File: src/hw/ex_config.svh
// Global widths and depths for the integer execute stage.
// XLEN must be a multiple of MULT_STAGES, and MULT_STAGES must be at least 2.
// CDB_CREDITS must match the number of buffer entries at the CDB consumer.

`ifndef EX_CONFIG_SVH
`define EX_CONFIG_SVH

// Datapath width
`define XLEN 64

// Physical register tag width
`define PRF_IDX 6

// Reorder buffer index width
`define ROB_IDX 5

// Multiplier depth, XLEN/MULT_STAGES multiplier bits per stage
`define MULT_STAGES 8

// CDB credits available after reset
`define CDB_CREDITS 2

`endif

File: src/hw/ex_pkg.sv
// Types shared by the execute stage units and the CDB arbiter.
// Operands arrive already selected by issue, so requests carry plain values.

`include "ex_config.svh"

package ex_pkg;

	// ALU operation codes
	typedef enum logic [4:0] {
		alu_addq   = 5'h00,
		alu_subq   = 5'h01,
		alu_and    = 5'h02,
		alu_bic    = 5'h03,
		alu_bis    = 5'h04,
		alu_ornot  = 5'h05,
		alu_xor    = 5'h06,
		alu_eqv    = 5'h07,
		alu_srl    = 5'h08,
		alu_sll    = 5'h09,
		alu_sra    = 5'h0a,
		alu_cmpult = 5'h0b,
		alu_cmpeq  = 5'h0c,
		alu_cmpule = 5'h0d,
		alu_cmplt  = 5'h0e,
		alu_cmple  = 5'h0f
	} alu_func_t;

	// Destination register and ROB slot of an instruction
	typedef struct packed {
		logic [`PRF_IDX-1:0] pdest_idx;
		logic [`ROB_IDX-1:0] rob_idx;
	} ex_tag_t;

	typedef struct packed {
		logic             valid;
		alu_func_t        func;
		logic [2:0]       br_func;
		logic             is_branch;
		logic [`XLEN-1:0] opa;
		logic [`XLEN-1:0] opb;
		logic [`XLEN-1:0] cond_val;
		ex_tag_t          tag;
	} alu_req_t;

	typedef struct packed {
		logic             valid;
		logic [`XLEN-1:0] mplier;
		logic [`XLEN-1:0] mcand;
		ex_tag_t          tag;
	} mult_req_t;

	typedef struct packed {
		logic [`XLEN-1:0] value;
		logic             br_taken;
		ex_tag_t          tag;
	} alu_res_t;

	typedef struct packed {
		logic [`XLEN-1:0] value;
		ex_tag_t          tag;
	} mult_res_t;

	// Contents of one multiplier pipeline register
	typedef struct packed {
		logic             valid;
		ex_tag_t          tag;
		logic [`XLEN-1:0] prod;
		logic [`XLEN-1:0] mplier;
		logic [`XLEN-1:0] mcand;
	} mult_stage_t;

	typedef struct packed {
		logic             valid;
		ex_tag_t          tag;
		logic [`XLEN-1:0] value;
		logic             br_taken;
	} cdb_t;

endpackage

File: src/hw/cdb_arbiter.sv
// CDB arbiter with credit-based flow control toward the consumer.
// One broadcast per cycle, multiplier first since it holds the older op.
// The consumer must never return more credits than it was given.

`timescale 1ns/1ps
`include "ex_config.svh"

module cdb_arbiter (
	input  logic              clk,
	input  logic              reset,
	input  logic              alu_valid,
	input  ex_pkg::alu_res_t  alu_res,
	input  logic              mult_valid,
	input  ex_pkg::mult_res_t mult_res,
	input  logic              cdb_credit,
	output logic              alu_grant,
	output logic              mult_grant,
	output ex_pkg::cdb_t      cdb
);

	localparam int CW = $clog2(`CDB_CREDITS + 1);

	logic [CW-1:0] credits;
	logic          have_credit;
	logic          send;

	assign have_credit = (credits != '0);
	assign mult_grant  = mult_valid & have_credit;
	assign alu_grant   = alu_valid & have_credit & ~mult_valid;
	assign send        = alu_grant | mult_grant;

	//////////////////////////////////////////////////////////////////////
	// Credit counter
	//////////////////////////////////////////////////////////////////////
	always_ff @(posedge clk) begin
		if (reset)
			credits <= CW'(`CDB_CREDITS);
		else if (send && !cdb_credit)
			credits <= credits - 1'b1;
		else if (!send && cdb_credit)
			credits <= credits + 1'b1;
	end

	// Registered broadcast
	always_ff @(posedge clk) begin
		if (reset) begin
			cdb.valid <= 1'b0;
		end else begin
			cdb.valid <= send;
			if (mult_grant) begin
				cdb.tag      <= mult_res.tag;
				cdb.value    <= mult_res.value;
				cdb.br_taken <= 1'b0;
			end else if (alu_grant) begin
				cdb.tag      <= alu_res.tag;
				cdb.value    <= alu_res.value;
				cdb.br_taken <= alu_res.br_taken;
			end
		end
	end

endmodule

File: config.mk
export PLATFORM = sky130hd
export DESIGN_NAME = cdb_arbiter
export DESIGN_NICKNAME = d
export VERILOG_FILES = /design/src/hw/ex_pkg.sv /design/src/hw/cdb_arbiter.sv
export VERILOG_INCLUDE_DIRS = /design/src /design/src/hw
export SDC_FILE = /design/constraint.sdc
export NUM_CORES = 1
export LEC_CHECK = 0
export ABC_AREA = 1
export BUFFER_PORTS_ARGS = -buffer_cell sky130_fd_sc_hd__buf_2
export CAP_MARGIN = 40
export CORE_ASPECT_RATIO = 1.75
export CORE_MARGIN = 5
export CORE_UTILIZATION = 37
export CTS_CLUSTER_SIZE = 30
export DETAILED_ROUTE_END_ITERATION = 10
export GPL_TIMING_DRIVEN = 0
export PLACE_DENSITY_LB_ADDON = 0.12
export SKIP_LAST_GASP = 1
export SYNTH_ARGS = -nofsm -noshare
export SYNTH_HDL_FRONTEND = slang
export SYNTH_SLANG_ARGS = --single-unit
File: constraint.sdc
create_clock -name clk -period 4.5 [get_ports clk]
set_input_delay 0.45 -clock clk [delete_from_list [all_inputs] [get_ports clk]]
set_output_delay 0.45 -clock clk [all_outputs]
set_load 0.02 [all_outputs]
==> flow_summary.json <==
{
  "holdCritPathClass": "in -> reg",
  "htree_levels": 3,
  "worstPathCellList": "inv_2 -> nand2_2 -> nand2_4 -> buf_2 -> a21oi_4 -> buf_12",
  "postCtsSetupBuffers": 0,
  "synth.avg_cell_area_um2": 9.92,
  "ys_top_cells_by_count": "nand2_1, edfxtp_1, buf_2",
  "grt_pass1_wl_um": 14400,
  "grt_pass1_vias": 3076,
  "rows": 46,
  "slew_headroom_pct": 42.1,
  "path_delay_family": "compound AO/OA/AOI/OAI gates",
  "dieArea_mm2": 0.0113,
  "first_pass_iters": 4,
  "finalSetupViolCount": 0,
  "synthToLayoutAreaGrowth_pct": 49.8,
  "detail_route.drc_violations": 0,
  "postRouteAntennaNets": 0,
  "period_needed_ns": 2.13,
  "critical_path_required_ns": 4.53,
  "die_width_um": 82.7,
  "final_layout_size_suffix_gt1_share_pct": 45.1,
  "start_kind": "register",
  "ff2ff_path_depth": 6,
  "cts_hold_buf": 0,
  "core-area_mm2": 0.00904,
  "cp_max_fo": 28,
  "place_area_mm2": 0.00479,
  "worstSetupPathType": "reg -> reg",
  "via_per_inst": 4.36,
  "ys_ff_latch": 79,
  "hpwl_um": 8080,
  "syn_inst": 345,
  "worstPathArrival_ns": 2.16,
  "cts_buffer_depth": 2,
  "status": "finished, final reports clean",
  "grt_setup_unrepaired": "false",
  "numCtsBuffers": 9,
  "critical_path_buf_inv_count": 3,
  "hold_viol_final": 0,
  "fmax_mhz": 469,
  "antenna_found_initial": 1,
  "grt_max_degree": 29,
  "start_util_pct": 37.9,
  "fillers": 846,
  "syn-num-nets": 502,
  "num_io_pins": 235,
  "power.density_mw_per_mm2": 425,
  "endpoint_kind": "register",
  "die_h_um": 137,
  "regArea_mm2": 0.00234,
  "crit_slowest_cell": "a21oi_4",
  "fin_crit_sh_pct": 47.4,
  "dr.first_iter.drc_count": 84,
  "cts_tree": "done",
  "vias": 3134,
  "yosys_most_used_dff": "edfxtp_1",
  "portBuffers": 234,
  "clock-sinks": 79,
  "yosys.area.top_type": "edfxtp_1",
  "clock_latency_ns": 0.33,
  "path_depth": 6,
  "cpPeakStageDelay_ns": 0.71,
  "maxCapViolCount": 0,
  "root_buffer": "clkbuf_16",
  "yosys.cell_count.top_type": "nand2_1",
  "hold_depth": 2,
  "fin_nets": 749,
  "syn_area_mm2": 0.00342,
  "grt_overflow": 0,
  "ys_top_cells_by_area": "edfxtp_1, nand2_1, dfxtp_1, buf_6, buf_2",
  "synth_edf_count": 76,
  "synth_cell_types": 17,
  "wire_per_inst_um": 14.0,
  "peakVddDrop_v": 0.000254,
  "path_clk_slew_ns": 0.05,
  "drv_slew": 0,
  "synth-async-reset-ratio_pct": 0,
  "yosysTopAreaCellShare_pct": 66.7,
  "tightest_slew_ns": 0.866,
  "design_area_mm2": 0.00513,
  "place_congestion": 0.746,
  "multiInputGateArea_um2": 948,
  "grt_use_total_pct": 17.3,
  "cts_resized": 0,
  "skew_ns": 0.00633,
  "fin_setup_tns_ns": 0,
  "routed_wl_um": 10100,
  "p_leak_nw": 2.67,
  "yosysSeqAreaShare_pct": 68.4,
  "ys.warnings.count": 0
}
==> worst register-to-register path: stages (launching register included) <==
cell and delay, ns:
dfxtp_1 0.35, inv_2 0.07, nand2_2 0.10, nand2_4 0.10, buf_2 0.21, a21oi_4 0.71, buf_12 0.28
==> path summary, 6_finish.rpt <==
check / slack [ns] / to / from
setup reg to reg: 2.37 / cdb[27] / credits[0]
setup / recovery: 2.37 / cdb[27] / credits[0]
hold / removal: 0.35 / cdb[76] / reset
hold reg to reg: 0.50 / credits[1] / credits[1]
==> flip-flops by register name, indices dropped and copies added (netlist names) <==
| name | count |
|---|---|
| cdb | 77 |
| credits | 2 |
==> layer usage <==
metal	GRT usage [%]	share of wire, %
met1	17.0	33
met2	30.8	54
met3	6.22	10
met4	8.82	2.9
met5	0	0
==> through the flow <==
stage	utilization (%)	setup WS [ns]	power [W]	cells	hold slack [ns]
detailed placement	53.1	2.27	0.00140	701	0.488
global placement	52.5	0.0240	0.00138	699	0.464
floorplan	-	1.15	0.00121	345	0.448
global route	56.7	2.21	0.00228	717	0.344
CTS	56.7	2.33	0.00221	716	0.334
finish	56.7	2.37	0.00218	718	0.348
==> area by class of cell <==
class | count | area share, %
diodes | 2 | 0.0976
plain buffers | 16 | 2.20
clock buffers | 10 | 4.47
clock inverters | 5 | 1.90
inverters | 8 | 0.586
multi-input cells | 242 | 18.5
flip-flops and latches | 79 | 45.7
well taps | 120 | 2.93
repair buffers | 236 | 23.6
==> kinds of logic (layout without fill, tap and decap cells) <==
kind of cell	after synthesis	after routing	share of synthesized area (%)
AND/OR/NAND/NOR	237	237	26.4
flip-flops	79	79	68.4
buffers and inverters	24	275	4.17
AO/OA/AOI/OAI	4	4	0.585
adder cells (fa/ha/maj)	1	1	0.366
other	0	2	0
==> where the power goes <==
| group | internal (W) | total [W] | switching (W) |
|---|---|---|---|
| Combinational | 0.000164 | 0.000447 | 0.000284 |
| Sequential | 0.000911 | 0.000928 | 0.0000165 |
| Clock | 0.000535 | 0.000802 | 0.000267 |
==> placed cells by master (no fill, tap or decap) <==
master,instances
buf_6,5
a21oi_4,1
edfxtp_1,76
nand2_4,1
a21oi_1,2
buf_2,243
o21ai_0,1
clkbuf_16,9
nand2_1,230
ha_1,1
diode_2,2
dfxtp_1,3
bufinv_16,3
buf_12,2
nand2_2,1
buf_4,1
clkinv_1,2
inv_1,5
nand3_1,2
nand4_1,1
clkbuf_1,2
inv_2,3
nor2_1,2
No activity file was read; power rests on OpenSTA's default activity.
